--- src/mips_ex_isa_pkg.sv ---
// ISA definitions for the execute stage: opcodes, function codes, ALU codes and instruction views
`default_nettype none

package mips_ex_isa_pkg;

	// ==============================
	// primary opcodes
	// ==============================
	typedef enum logic [5:0] {
		OP_RTYPE = 6'h00,
		OP_JAL   = 6'h03,
		OP_BEQ   = 6'h04,
		OP_BNE   = 6'h05,
		OP_BLEZ  = 6'h06,
		OP_BGTZ  = 6'h07,
		OP_ADDI  = 6'h08,
		OP_SLTI  = 6'h0a,
		OP_ANDI  = 6'h0c,
		OP_ORI   = 6'h0d,
		OP_LUI   = 6'h0f,
		OP_LW    = 6'h23,
		OP_SW    = 6'h2b
	} opcode_e;

	// R-type function field
	typedef enum logic [5:0] {
		F_SLL  = 6'h00,
		F_SRL  = 6'h02,
		F_SRA  = 6'h03,
		F_ADD  = 6'h20,
		F_SUB  = 6'h22,
		F_AND  = 6'h24,
		F_OR   = 6'h25,
		F_XOR  = 6'h26,
		F_NOR  = 6'h27,
		F_SLT  = 6'h2a,
		F_SLTU = 6'h2b
	} funct_e;

	// ==============================
	// ALU operation codes
	// ==============================
	typedef enum logic [3:0] {
		ALU_ADD   = 4'd0,
		ALU_SUB   = 4'd1,
		ALU_AND   = 4'd2,
		ALU_OR    = 4'd3,
		ALU_XOR   = 4'd4,
		ALU_NOR   = 4'd5,
		ALU_SLT   = 4'd6,
		ALU_SLTU  = 4'd7,
		ALU_SLL   = 4'd8,
		ALU_SRL   = 4'd9,
		ALU_SRA   = 4'd10,
		ALU_LUI   = 4'd11,
		ALU_PASSA = 4'd12
	} alu_op_e;

	// register format
	typedef struct packed {
		opcode_e    op;
		logic [4:0] rs;
		logic [4:0] rt;
		logic [4:0] rd;
		logic [4:0] shamt;
		funct_e     funct;
	} r_fmt_t;

	// immediate format
	typedef struct packed {
		opcode_e     op;
		logic [4:0]  rs;
		logic [4:0]  rt;
		logic [15:0] imm;
	} i_fmt_t;

	// one word, two ways to read it
	typedef union packed {
		r_fmt_t r;
		i_fmt_t i;
	} instr_u;

endpackage

`default_nettype wire

--- src/mips_ex_ctl_pkg.sv ---
// Pipeline control codes shared by the decoder, forwarding unit and execute stage
`default_nettype none

package mips_ex_ctl_pkg;

	// operand source for the execute stage muxes
	typedef enum logic [1:0] {
		// register file read
		FWD_REG   = 2'd0,
		// ALU result one ahead
		FWD_EXMEM = 2'd1,
		// load data one ahead
		FWD_MEMLD = 2'd2,
		// writeback value two ahead
		FWD_MEMWB = 2'd3
	} fwd_sel_e;

	// branch conditions
	typedef enum logic [2:0] {
		BR_NONE = 3'd0,
		BR_EQ   = 3'd1,
		BR_NE   = 3'd2,
		BR_LEZ  = 3'd3,
		BR_GTZ  = 3'd4
	} br_cond_e;

	// return address register written by jal
	localparam logic [4:0] LINK_REG = 5'd31;

endpackage

`default_nettype wire

--- src/ex_instr_decoder.sv ---
// Combinational instruction decoder that produces the execute, memory and writeback controls
`timescale 1ns/1ps
`default_nettype none

module ex_instr_decoder (
	input  mips_ex_isa_pkg::instr_u   i_instr,
	input  logic                      i_valid,
	output mips_ex_isa_pkg::alu_op_e  o_alu_op,
	output logic                      o_alu_src_imm,
	output logic                      o_imm_zero_ext,
	output logic                      o_reg_dst_rd,
	output logic                      o_link,
	output logic                      o_mem_read,
	output logic                      o_mem_write,
	output logic                      o_mem_to_reg,
	output logic                      o_reg_write,
	output mips_ex_ctl_pkg::br_cond_e o_br_cond
);

	always_comb begin
		// bubble defaults
		o_alu_op       = mips_ex_isa_pkg::ALU_ADD;
		o_alu_src_imm  = 1'b0;
		o_imm_zero_ext = 1'b0;
		o_reg_dst_rd   = 1'b0;
		o_link         = 1'b0;
		o_mem_read     = 1'b0;
		o_mem_write    = 1'b0;
		o_mem_to_reg   = 1'b0;
		o_reg_write    = 1'b0;
		o_br_cond      = mips_ex_ctl_pkg::BR_NONE;
		if (i_valid) begin
			case (i_instr.i.op)
				mips_ex_isa_pkg::OP_RTYPE: begin
					o_reg_dst_rd = 1'b1;
					o_reg_write  = 1'b1;
					case (i_instr.r.funct)
						mips_ex_isa_pkg::F_ADD:  o_alu_op = mips_ex_isa_pkg::ALU_ADD;
						mips_ex_isa_pkg::F_SUB:  o_alu_op = mips_ex_isa_pkg::ALU_SUB;
						mips_ex_isa_pkg::F_AND:  o_alu_op = mips_ex_isa_pkg::ALU_AND;
						mips_ex_isa_pkg::F_OR:   o_alu_op = mips_ex_isa_pkg::ALU_OR;
						mips_ex_isa_pkg::F_XOR:  o_alu_op = mips_ex_isa_pkg::ALU_XOR;
						mips_ex_isa_pkg::F_NOR:  o_alu_op = mips_ex_isa_pkg::ALU_NOR;
						mips_ex_isa_pkg::F_SLT:  o_alu_op = mips_ex_isa_pkg::ALU_SLT;
						mips_ex_isa_pkg::F_SLTU: o_alu_op = mips_ex_isa_pkg::ALU_SLTU;
						mips_ex_isa_pkg::F_SLL:  o_alu_op = mips_ex_isa_pkg::ALU_SLL;
						mips_ex_isa_pkg::F_SRL:  o_alu_op = mips_ex_isa_pkg::ALU_SRL;
						mips_ex_isa_pkg::F_SRA:  o_alu_op = mips_ex_isa_pkg::ALU_SRA;
						default: begin
							// unknown funct acts as a bubble
							o_reg_dst_rd = 1'b0;
							o_reg_write  = 1'b0;
						end
					endcase
				end
				mips_ex_isa_pkg::OP_ADDI: begin
					o_alu_src_imm = 1'b1;
					o_reg_write   = 1'b1;
				end
				mips_ex_isa_pkg::OP_SLTI: begin
					o_alu_op      = mips_ex_isa_pkg::ALU_SLT;
					o_alu_src_imm = 1'b1;
					o_reg_write   = 1'b1;
				end
				mips_ex_isa_pkg::OP_ANDI: begin
					o_alu_op       = mips_ex_isa_pkg::ALU_AND;
					o_alu_src_imm  = 1'b1;
					o_imm_zero_ext = 1'b1;
					o_reg_write    = 1'b1;
				end
				mips_ex_isa_pkg::OP_ORI: begin
					o_alu_op       = mips_ex_isa_pkg::ALU_OR;
					o_alu_src_imm  = 1'b1;
					o_imm_zero_ext = 1'b1;
					o_reg_write    = 1'b1;
				end
				mips_ex_isa_pkg::OP_LUI: begin
					o_alu_op      = mips_ex_isa_pkg::ALU_LUI;
					o_alu_src_imm = 1'b1;
					o_reg_write   = 1'b1;
				end
				mips_ex_isa_pkg::OP_LW: begin
					o_alu_src_imm = 1'b1;
					o_mem_read    = 1'b1;
					o_mem_to_reg  = 1'b1;
					o_reg_write   = 1'b1;
				end
				mips_ex_isa_pkg::OP_SW: begin
					o_alu_src_imm = 1'b1;
					o_mem_write   = 1'b1;
				end
				mips_ex_isa_pkg::OP_BEQ:  o_br_cond = mips_ex_ctl_pkg::BR_EQ;
				mips_ex_isa_pkg::OP_BNE:  o_br_cond = mips_ex_ctl_pkg::BR_NE;
				mips_ex_isa_pkg::OP_BLEZ: o_br_cond = mips_ex_ctl_pkg::BR_LEZ;
				mips_ex_isa_pkg::OP_BGTZ: o_br_cond = mips_ex_ctl_pkg::BR_GTZ;
				mips_ex_isa_pkg::OP_JAL: begin
					// only the link write is handled here
					o_alu_op    = mips_ex_isa_pkg::ALU_PASSA;
					o_link      = 1'b1;
					o_reg_write = 1'b1;
				end
				default: ;
			endcase
		end
	end

endmodule

`default_nettype wire

--- src/ex_forward_unit.sv ---
// Forwarding control that picks each execute operand's source from the in-flight destinations
`timescale 1ns/1ps
`default_nettype none

module ex_forward_unit (
	input  logic [4:0]                i_rs_addr,
	input  logic [4:0]                i_rt_addr,
	input  logic [4:0]                i_exmem_rd,
	input  logic                      i_exmem_regwrite,
	input  logic                      i_exmem_memread,
	input  logic [4:0]                i_memwb_rd,
	input  logic                      i_memwb_regwrite,
	output mips_ex_ctl_pkg::fwd_sel_e o_fwd_a,
	output mips_ex_ctl_pkg::fwd_sel_e o_fwd_b
);

	// newest producer wins, r0 is never forwarded
	function automatic mips_ex_ctl_pkg::fwd_sel_e pick_fwd(
		input logic [4:0] src,
		input logic [4:0] exmem_rd,
		input logic       exmem_we,
		input logic       exmem_ld,
		input logic [4:0] memwb_rd,
		input logic       memwb_we
	);
		if (src == 5'd0) begin
			pick_fwd = mips_ex_ctl_pkg::FWD_REG;
		end else if (exmem_we && exmem_rd == src) begin
			// a load one ahead has its data on the memory port right now
			pick_fwd = exmem_ld ? mips_ex_ctl_pkg::FWD_MEMLD : mips_ex_ctl_pkg::FWD_EXMEM;
		end else if (memwb_we && memwb_rd == src) begin
			pick_fwd = mips_ex_ctl_pkg::FWD_MEMWB;
		end else begin
			pick_fwd = mips_ex_ctl_pkg::FWD_REG;
		end
	endfunction

	always_comb begin
		o_fwd_a = pick_fwd(i_rs_addr, i_exmem_rd, i_exmem_regwrite, i_exmem_memread,
			i_memwb_rd, i_memwb_regwrite);
		o_fwd_b = pick_fwd(i_rt_addr, i_exmem_rd, i_exmem_regwrite, i_exmem_memread,
			i_memwb_rd, i_memwb_regwrite);
	end

	// ==============================
	// checks
	// ==============================
	// stale writeback value must never shadow the newer producer
	always_comb begin
		if (i_exmem_regwrite && i_exmem_rd != 5'd0) begin
			if (i_exmem_rd == i_rs_addr) begin
				assert (o_fwd_a != mips_ex_ctl_pkg::FWD_MEMWB)
				else $error("operand a forwarded from writeback over a newer producer");
			end
			if (i_exmem_rd == i_rt_addr) begin
				assert (o_fwd_b != mips_ex_ctl_pkg::FWD_MEMWB)
				else $error("operand b forwarded from writeback over a newer producer");
			end
		end
	end

endmodule

`default_nettype wire

--- src/ex_alu.sv ---
// 32-bit ALU for arithmetic, logic, shift, compare, lui and link pass-through
`timescale 1ns/1ps
`default_nettype none

module ex_alu (
	input  logic [31:0]              i_a,
	input  logic [31:0]              i_b,
	input  logic [4:0]               i_shamt,
	input  mips_ex_isa_pkg::alu_op_e i_op,
	output logic [31:0]              o_result
);

	always_comb begin
		case (i_op)
			// add and sub wrap, no overflow trap
			mips_ex_isa_pkg::ALU_ADD: o_result = i_a + i_b;
			mips_ex_isa_pkg::ALU_SUB: o_result = i_a - i_b;
			mips_ex_isa_pkg::ALU_AND: o_result = i_a & i_b;
			mips_ex_isa_pkg::ALU_OR:  o_result = i_a | i_b;
			mips_ex_isa_pkg::ALU_XOR: o_result = i_a ^ i_b;
			mips_ex_isa_pkg::ALU_NOR: o_result = ~(i_a | i_b);
			mips_ex_isa_pkg::ALU_SLT: begin
				o_result = {31'd0, $signed(i_a) < $signed(i_b)};
			end
			mips_ex_isa_pkg::ALU_SLTU: begin
				o_result = {31'd0, i_a < i_b};
			end
			// shifts work on the rt operand
			mips_ex_isa_pkg::ALU_SLL: o_result = i_b << i_shamt;
			mips_ex_isa_pkg::ALU_SRL: o_result = i_b >> i_shamt;
			mips_ex_isa_pkg::ALU_SRA: o_result = $unsigned($signed(i_b) >>> i_shamt);
			mips_ex_isa_pkg::ALU_LUI: o_result = {i_b[15:0], 16'h0000};
			// link value
			mips_ex_isa_pkg::ALU_PASSA: o_result = i_a;
			default: o_result = 32'd0;
		endcase
	end

endmodule

`default_nettype wire

--- src/ex_branch_compare.sv ---
// Branch condition evaluation on the forwarded execute operands
`timescale 1ns/1ps
`default_nettype none

module ex_branch_compare (
	input  logic [31:0]               i_a,
	input  logic [31:0]               i_b,
	input  mips_ex_ctl_pkg::br_cond_e i_cond,
	output logic                      o_taken
);

	logic equal;
	logic a_zero;
	logic a_neg;

	assign equal  = (i_a == i_b);
	assign a_zero = (i_a == 32'd0);
	assign a_neg  = i_a[31];

	always_comb begin
		case (i_cond)
			mips_ex_ctl_pkg::BR_EQ:  o_taken = equal;
			mips_ex_ctl_pkg::BR_NE:  o_taken = !equal;
			// sign and zero tests look at rs only
			mips_ex_ctl_pkg::BR_LEZ: o_taken = a_neg || a_zero;
			mips_ex_ctl_pkg::BR_GTZ: o_taken = !a_neg && !a_zero;
			default:                 o_taken = 1'b0;
		endcase
	end

endmodule

`default_nettype wire

--- src/ex_stage.sv ---
// Execute stage with operand muxes, ALU, branch compare and the execute/memory register
`timescale 1ns/1ps
`default_nettype none

module ex_stage (
	input  logic                      i_clk,
	input  logic                      i_nrst,
	input  mips_ex_isa_pkg::instr_u   i_instr,
	input  logic [31:0]               i_rs_data,
	input  logic [31:0]               i_rt_data,
	input  logic [31:0]               i_pc4,
	input  mips_ex_isa_pkg::alu_op_e  i_alu_op,
	input  logic                      i_alu_src_imm,
	input  logic                      i_imm_zero_ext,
	input  logic                      i_reg_dst_rd,
	input  logic                      i_link,
	input  logic                      i_mem_read,
	input  logic                      i_mem_write,
	input  logic                      i_mem_to_reg,
	input  logic                      i_reg_write,
	input  mips_ex_ctl_pkg::br_cond_e i_br_cond,
	input  mips_ex_ctl_pkg::fwd_sel_e i_fwd_a,
	input  mips_ex_ctl_pkg::fwd_sel_e i_fwd_b,
	input  logic [31:0]               i_memwb_data,
	input  logic [31:0]               i_mem_rdata,
	output logic [31:0]               o_alu_result,
	output logic [31:0]               o_store_data,
	output logic [4:0]                o_dest,
	output logic                      o_mem_read,
	output logic                      o_mem_write,
	output logic                      o_mem_to_reg,
	output logic                      o_reg_write,
	output logic                      o_branch_taken
);

	logic [31:0] opd_a;
	logic [31:0] opd_b;
	logic [31:0] imm_ext;
	logic [31:0] alu_a;
	logic [31:0] alu_b;
	logic [31:0] alu_y;
	logic [4:0]  dest;

	// four-way operand source mux
	function automatic logic [31:0] pick_src(
		input mips_ex_ctl_pkg::fwd_sel_e sel,
		input logic [31:0]               reg_val,
		input logic [31:0]               exmem_val,
		input logic [31:0]               memld_val,
		input logic [31:0]               memwb_val
	);
		case (sel)
			mips_ex_ctl_pkg::FWD_EXMEM: pick_src = exmem_val;
			mips_ex_ctl_pkg::FWD_MEMLD: pick_src = memld_val;
			mips_ex_ctl_pkg::FWD_MEMWB: pick_src = memwb_val;
			default:                    pick_src = reg_val;
		endcase
	endfunction

	// ==============================
	// operand and destination select
	// ==============================
	always_comb begin
		opd_a = pick_src(i_fwd_a, i_rs_data, o_alu_result, i_mem_rdata, i_memwb_data);
		opd_b = pick_src(i_fwd_b, i_rt_data, o_alu_result, i_mem_rdata, i_memwb_data);
		if (i_imm_zero_ext) begin
			imm_ext = {16'h0000, i_instr.i.imm};
		end else begin
			imm_ext = {{16{i_instr.i.imm[15]}}, i_instr.i.imm};
		end
		// jal sends its return address through pass-A
		alu_a = i_link ? i_pc4 : opd_a;
		alu_b = i_alu_src_imm ? imm_ext : opd_b;
		if (i_link) begin
			dest = mips_ex_ctl_pkg::LINK_REG;
		end else if (i_reg_dst_rd) begin
			dest = i_instr.r.rd;
		end else begin
			dest = i_instr.i.rt;
		end
	end

	ex_alu u_alu (
		.i_a      (alu_a),
		.i_b      (alu_b),
		.i_shamt  (i_instr.r.shamt),
		.i_op     (i_alu_op),
		.o_result (alu_y)
	);

	// branch decision uses forwarded registers, not the immediate
	ex_branch_compare u_branch_compare (
		.i_a     (opd_a),
		.i_b     (opd_b),
		.i_cond  (i_br_cond),
		.o_taken (o_branch_taken)
	);

	// ==============================
	// execute/memory register
	// ==============================
	always_ff @(posedge i_clk or negedge i_nrst) begin
		if (!i_nrst) begin
			o_alu_result <= 32'd0;
			o_store_data <= 32'd0;
			o_dest       <= 5'd0;
			o_mem_read   <= 1'b0;
			o_mem_write  <= 1'b0;
			o_mem_to_reg <= 1'b0;
			o_reg_write  <= 1'b0;
		end else begin
			o_alu_result <= alu_y;
			o_store_data <= opd_b;
			o_dest       <= dest;
			o_mem_read   <= i_mem_read;
			o_mem_write  <= i_mem_write;
			o_mem_to_reg <= i_mem_to_reg;
			o_reg_write  <= i_reg_write;
		end
	end

	// memory port carries one access per cycle
	a_no_rd_wr : assert property (
		@(posedge i_clk) disable iff (!i_nrst) !(o_mem_read && o_mem_write)
	) else $error("memory read and write registered together");

endmodule

`default_nettype wire

--- src/ex_mem_wb_regs.sv ---
// Memory/writeback register that selects load data or ALU result and drives the writeback bus
`timescale 1ns/1ps
`default_nettype none

module ex_mem_wb_regs (
	input  logic        i_clk,
	input  logic        i_nrst,
	input  logic [31:0] i_alu_result,
	input  logic [31:0] i_mem_rdata,
	input  logic [4:0]  i_dest,
	input  logic        i_mem_to_reg,
	input  logic        i_reg_write,
	output logic [31:0] o_wb_data,
	output logic [4:0]  o_wb_dest,
	output logic        o_wb_regwrite
);

	always_ff @(posedge i_clk or negedge i_nrst) begin
		if (!i_nrst) begin
			o_wb_data     <= 32'd0;
			o_wb_dest     <= 5'd0;
			o_wb_regwrite <= 1'b0;
		end else begin
			// load data arrives in the same cycle as the read
			o_wb_data     <= i_mem_to_reg ? i_mem_rdata : i_alu_result;
			o_wb_dest     <= i_dest;
			// r0 stays hardwired to zero
			o_wb_regwrite <= i_reg_write && (i_dest != 5'd0);
		end
	end

	a_no_r0_write : assert property (
		@(posedge i_clk) disable iff (!i_nrst) !(o_wb_regwrite && o_wb_dest == 5'd0)
	) else $error("writeback to register 0");

endmodule

`default_nettype wire

--- src/ex_top.sv ---
// Top level of the execute subsystem, from instruction input to memory port and writeback bus
`timescale 1ns/1ps
`default_nettype none

module ex_top (
	input  logic                    i_clk,
	input  logic                    i_nrst,
	input  logic                    i_valid,
	input  mips_ex_isa_pkg::instr_u i_instr,
	input  logic [31:0]             i_rs_data,
	input  logic [31:0]             i_rt_data,
	input  logic [31:0]             i_pc4,
	input  logic [31:0]             i_mem_rdata,
	output logic [31:0]             o_mem_addr,
	output logic [31:0]             o_mem_wdata,
	output logic                    o_mem_read,
	output logic                    o_mem_write,
	output logic                    o_wb_regwrite,
	output logic [4:0]              o_wb_addr,
	output logic [31:0]             o_wb_data,
	output logic                    o_branch_taken
);

	// decoder controls
	mips_ex_isa_pkg::alu_op_e  alu_op;
	logic                      alu_src_imm;
	logic                      imm_zero_ext;
	logic                      reg_dst_rd;
	logic                      link;
	logic                      dec_mem_read;
	logic                      dec_mem_write;
	logic                      dec_mem_to_reg;
	logic                      dec_reg_write;
	mips_ex_ctl_pkg::br_cond_e br_cond;

	// forwarding and pipeline feedback
	mips_ex_ctl_pkg::fwd_sel_e fwd_a;
	mips_ex_ctl_pkg::fwd_sel_e fwd_b;
	logic [4:0]                exmem_dest;
	logic                      exmem_mem_to_reg;
	logic                      exmem_reg_write;

	ex_instr_decoder u_decoder (
		.i_instr        (i_instr),
		.i_valid        (i_valid),
		.o_alu_op       (alu_op),
		.o_alu_src_imm  (alu_src_imm),
		.o_imm_zero_ext (imm_zero_ext),
		.o_reg_dst_rd   (reg_dst_rd),
		.o_link         (link),
		.o_mem_read     (dec_mem_read),
		.o_mem_write    (dec_mem_write),
		.o_mem_to_reg   (dec_mem_to_reg),
		.o_reg_write    (dec_reg_write),
		.o_br_cond      (br_cond)
	);

	ex_forward_unit u_forward (
		.i_rs_addr        (i_instr.r.rs),
		.i_rt_addr        (i_instr.r.rt),
		.i_exmem_rd       (exmem_dest),
		.i_exmem_regwrite (exmem_reg_write),
		.i_exmem_memread  (o_mem_read),
		.i_memwb_rd       (o_wb_addr),
		.i_memwb_regwrite (o_wb_regwrite),
		.o_fwd_a          (fwd_a),
		.o_fwd_b          (fwd_b)
	);

	ex_stage u_ex_stage (
		.i_clk          (i_clk),
		.i_nrst         (i_nrst),
		.i_instr        (i_instr),
		.i_rs_data      (i_rs_data),
		.i_rt_data      (i_rt_data),
		.i_pc4          (i_pc4),
		.i_alu_op       (alu_op),
		.i_alu_src_imm  (alu_src_imm),
		.i_imm_zero_ext (imm_zero_ext),
		.i_reg_dst_rd   (reg_dst_rd),
		.i_link         (link),
		.i_mem_read     (dec_mem_read),
		.i_mem_write    (dec_mem_write),
		.i_mem_to_reg   (dec_mem_to_reg),
		.i_reg_write    (dec_reg_write),
		.i_br_cond      (br_cond),
		.i_fwd_a        (fwd_a),
		.i_fwd_b        (fwd_b),
		.i_memwb_data   (o_wb_data),
		.i_mem_rdata    (i_mem_rdata),
		.o_alu_result   (o_mem_addr),
		.o_store_data   (o_mem_wdata),
		.o_dest         (exmem_dest),
		.o_mem_read     (o_mem_read),
		.o_mem_write    (o_mem_write),
		.o_mem_to_reg   (exmem_mem_to_reg),
		.o_reg_write    (exmem_reg_write),
		.o_branch_taken (o_branch_taken)
	);

	ex_mem_wb_regs u_mem_wb (
		.i_clk         (i_clk),
		.i_nrst        (i_nrst),
		.i_alu_result  (o_mem_addr),
		.i_mem_rdata   (i_mem_rdata),
		.i_dest        (exmem_dest),
		.i_mem_to_reg  (exmem_mem_to_reg),
		.i_reg_write   (exmem_reg_write),
		.o_wb_data     (o_wb_data),
		.o_wb_dest     (o_wb_addr),
		.o_wb_regwrite (o_wb_regwrite)
	);

endmodule

`default_nettype wire

--- config.mk ---
export PLATFORM = sky130hd
export DESIGN_NAME = ex_top
export DESIGN_NICKNAME = d
export VERILOG_FILES = /design/src/mips_ex_isa_pkg.sv /design/src/mips_ex_ctl_pkg.sv /design/src/ex_instr_decoder.sv /design/src/ex_forward_unit.sv /design/src/ex_alu.sv /design/src/ex_branch_compare.sv /design/src/ex_stage.sv /design/src/ex_mem_wb_regs.sv /design/src/ex_top.sv
export SDC_FILE = /design/constraint.sdc
export NUM_CORES = 1
export LEC_CHECK = 0
export BUFFER_PORTS_ARGS = -buffer_cell sky130_fd_sc_hd__buf_4
export CAP_MARGIN = 20
export CORE_ASPECT_RATIO = 1.75
export CORE_MARGIN = 3
export CORE_UTILIZATION = 50
export DETAILED_ROUTE_END_ITERATION = 10
export GPL_ROUTABILITY_DRIVEN = 0
export HOLD_SLACK_MARGIN = 0.12
export PLACE_DENSITY = 0.72
export RECOVER_POWER = 100
export REMOVE_ABC_BUFFERS = 1
export SYNTH_ARGS = -nofsm -noshare
export SYNTH_HDL_FRONTEND = slang
export SYNTH_HIERARCHICAL = 1
export SYNTH_SLANG_ARGS = --single-unit
--- constraint.sdc ---
create_clock -name i_clk -period 7.7 [get_ports i_clk]
set_input_delay 0 -clock i_clk [delete_from_list [all_inputs] [get_ports i_clk]]
set_output_delay 0 -clock i_clk [all_outputs]
set_load 0.05 [all_outputs]
==> out/results.ini <==
[pwr]
powerDensity_nw_per_um2 = 147
totalPowerFinal_mw = 2.95
vdd_drop_max_mv = 0.108
total_leakage_power_nw = 8.37

[floorplan]
core_um2 = 34100
dieWidth_um = 147
fp.dieArea_um2 = 37200
fp.dieH_um = 253
initial_utilization_pct = 51.2
io_pins = 268
std_cell_rows = 89

[detailed_routing]
wl_per_cell_um = 28.4
drc = 0
vias = 19700
ant_nets = 0
firstDrtPassIters = 6
vias_per_cell = 7.02
drt_iter0_drc = 2517
wl_um = 79800

[cells_and_area]
layout.nets = 2607
fin_area_um2 = 20100
fin_cells = 2806
drive_above_1_share_pct = 20.4
reg_top3 = u_ex_stage/o_alu_result x32, u_ex_stage/o_store_data x32, u_mem_wb/o_wb_data x32
finish.utilization_pct = 58.8
n_antenna_cell = 0
area_delta_synth_final_pct = 15.0

[setup_path]
critPathKind = reg -> reg
worstPathArrival_ns = 7.38
worstSetupEndpointType = flop
cp-start-kind = flop
cp_max_fo = 49
worstPathRequired_ns = 7.92

[cts]
cts_max_level = 3
root_buffer = clkbuf_16
post_cts_buffers = 0
cts_tree = yes
insertion_delay_ns = 0.38
numCtsBuffers = 9
clock-sinks = 111
cts_buffer_depth = 2
clk_pin_slew_ns = 0.08

[logic_synthesis]
ys_types = 99
synth-seq-area-share_pct = 15.9
synth_ff_type = dfrtp_1
syn_area_per_cell_um2 = 8.20
synth_cells = 2126
synth_area_um2 = 17400
ys_warn_count = 6
synth_edf_count = 0
ys_ff_latch = 111
async_reset_ff_share_pct = 100

[place]
port-buffer-count = 267
post-place-ws_ns = 1.15
dp_hpwl_um = 58500
placed_cells = 2729
placed_cell_area_um2 = 19600

[global_route]
grt_start_max_net_pins = 76
antenna_found_initial = 0
grt_pass1_wl_um = 118000
grt.overflow.total = 0
grt_pass1_vias = 19300
grt_usage_pct = 41.1

[timing]
max_slew_margin_pct = -156
fin_crit_sh_pct = 92.9
clock_skew_ns = 0.0155
final.setup.worst_slack_ns = 0.543
rsz0062_at_grt = no
worst_pin_slew_ns = 3.84
period_minus_slack_ns = 7.16
fmax_ghz = 0.140
finalHoldViolations = 0
slew_viol_final = 147
setup_violations = 0

[run]
drv_cap = 3

[outcome]
status = finished with violations
failed_checks = capacitance limit, slew limit

[hold_path]
worstHoldPathType = in -> reg

-- critical path, stage by stage, from the launching register on --
cell       delay (ns)
dfrtp_1          0.42
xor2_1           0.18
nor4_1           0.33
o2111ai_1        0.31
o31ai_4          0.14
buf_4            0.59
nor2_4           0.30
buf_4            0.29
a221oi_1         0.44
clkbuf_1         0.70
inv_1            0.17
ha_1             0.40
a21o_1           0.25
a2111oi_4        0.43
o31ai_1          0.20
buf_2            0.22
a311oi_2         0.57
o21ai_1          0.32
a221o_1          0.42
o21ai_0          0.14
nand4_1          0.17
-- cells by family (layout without fill, tap and decap cells) --
group | Yosys count | after routing | share of synthesized area [%]
compound gates | 667 | 667 | 26.7
xor+xnor | 58 | 58 | 2.91
fa+ha+maj | 98 | 98 | 7.12
buf+inv | 328 | 553 | 8.82
flops | 111 | 111 | 15.9
mux | 311 | 311 | 23.2
simple gates | 553 | 553 | 15.3
-- routing by layer --
layer	wire, um	share of wire [%]	up-vias	track usage, %
li1	-	-	8396	-
met1	25500	32	9166	44.7
met2	36000	45	1640	65.9
met3	9150	11	502	10.2
met4	9140	11	0	36.7
met5	0	0	-	0
-- per-stage QoR --
step / TNS [ns] / hold slack [ns]
2_1_floorplan: -62.85 / -0.296
3_3_place_gp: 0 / 0.0501
3_5_place_dp: 0 / 0.0545
4_1_cts: 0 / 0.125
5_1_grt: 0 / 0.148
6_report: 0 / 0.139
-- final timing paths --
| kind | start | end | slack [ns] | depth (start not counted) |
|---|---|---|---|---|
| setup / recovery | u_mem_wb/o_wb_dest[4]$_DFF_PN0_ | u_ex_stage/o_alu_result[19]$_DFF_PN0_ | 0.54 | 20 |
| hold / removal | i_rt_data[12] | u_ex_stage/o_store_data[12]$_DFF_PN0_ | 0.14 | 3 |
| setup reg to reg | u_mem_wb/o_wb_dest[4]$_DFF_PN0_ | u_ex_stage/o_alu_result[19]$_DFF_PN0_ | 0.54 | 20 |
| hold reg to reg | u_ex_stage/o_dest[0]$_DFF_PN0_ | u_mem_wb/o_wb_dest[0]$_DFF_PN0_ | 0.46 | 0 |
| max in group asynchronous | i_nrst | u_ex_stage/o_alu_result[6]$_DFF_PN0_ | 1.99 | 3 |
| min in group asynchronous | i_nrst | u_mem_wb/o_wb_data[21]$_DFF_PN0_ | 1.01 | 2 |
-- synthesized netlist by cell type, drive strengths merged (8+ instances only) --
cell / n / area share, %
o2111ai: 15 / 0.75
nand2b: 14 / 0.50
clkbuf: 81 / 1.8
nand4: 33 / 1.2
a221oi: 44 / 2.8
o21a: 10 / 0.43
nor4: 20 / 0.86
o22ai: 52 / 1.9
o221ai: 8 / 0.40
xor2: 12 / 0.60
xnor2: 46 / 2.3
mux2i: 113 / 6.6
mux2: 159 / 12
nor2b: 33 / 1.2
a211o: 12 / 0.60
ha: 96 / 6.9
a22o: 11 / 0.55
o21ai: 107 / 3.1
or2: 10 / 0.36
a221o: 13 / 0.75
a211oi: 36 / 1.6
o211ai: 38 / 1.7
nand2: 137 / 2.9
buf: 94 / 3.8
a2111oi: 9 / 0.69
a222oi: 13 / 0.75
a21oi: 179 / 5.1
a22oi: 17 / 0.73
o21bai: 11 / 0.47
a21o: 15 / 0.65
o31ai: 14 / 0.60
a31oi: 12 / 0.43
and2: 8 / 0.32
o311ai: 8 / 0.44
mux4: 39 / 5.0
nand3: 24 / 0.69
nor3: 36 / 1.1
inv: 153 / 3.3
or3: 12 / 0.43
nor2: 190 / 4.1
and3: 10 / 0.37
dfrtp: 111 / 16
-- area by class of cell --
class                   instances  area [um^2]
clock inverters                 5         87.6
multi-input cells            1687        13200
clock buffers                  11          243
well taps                     455          569
fillers                      3135        14000
inverters                     153          574
repair buffers                384         2630
flip-flops and latches        111         2780
-- layout by cell type (no fill, tap or decap), types with 46 or more instances in the layout --
master / n
inv_1: 149
mux2i_1: 112
dlygate4sd3_1: 58
ha_1: 96
nand2_1: 136
clkbuf_1: 111
buf_4: 211
o21ai_0: 102
o22ai_1: 52
nor2_1: 184
mux2_2: 87
a21oi_1: 177
mux2_4: 64
dfrtp_1: 111
xnor2_1: 46
-- timing repair --
action                                  4_1_cts  5_1_grt
hold endpoints to repair                     93        0
hold buffers                                 58        0
endpoints found under the setup margin        0        0
resized for setup                             0        0
-- power breakdown --
group / switching (mW) / total [mW] / internal [mW]
registers: 0.119 / 0.784 / 0.665
clock network: 0.250 / 0.549 / 0.299
logic: 1.06 / 1.62 / 0.552
total: 1.43 / 2.95 / 1.52
(Power assumes the default switching activity.)
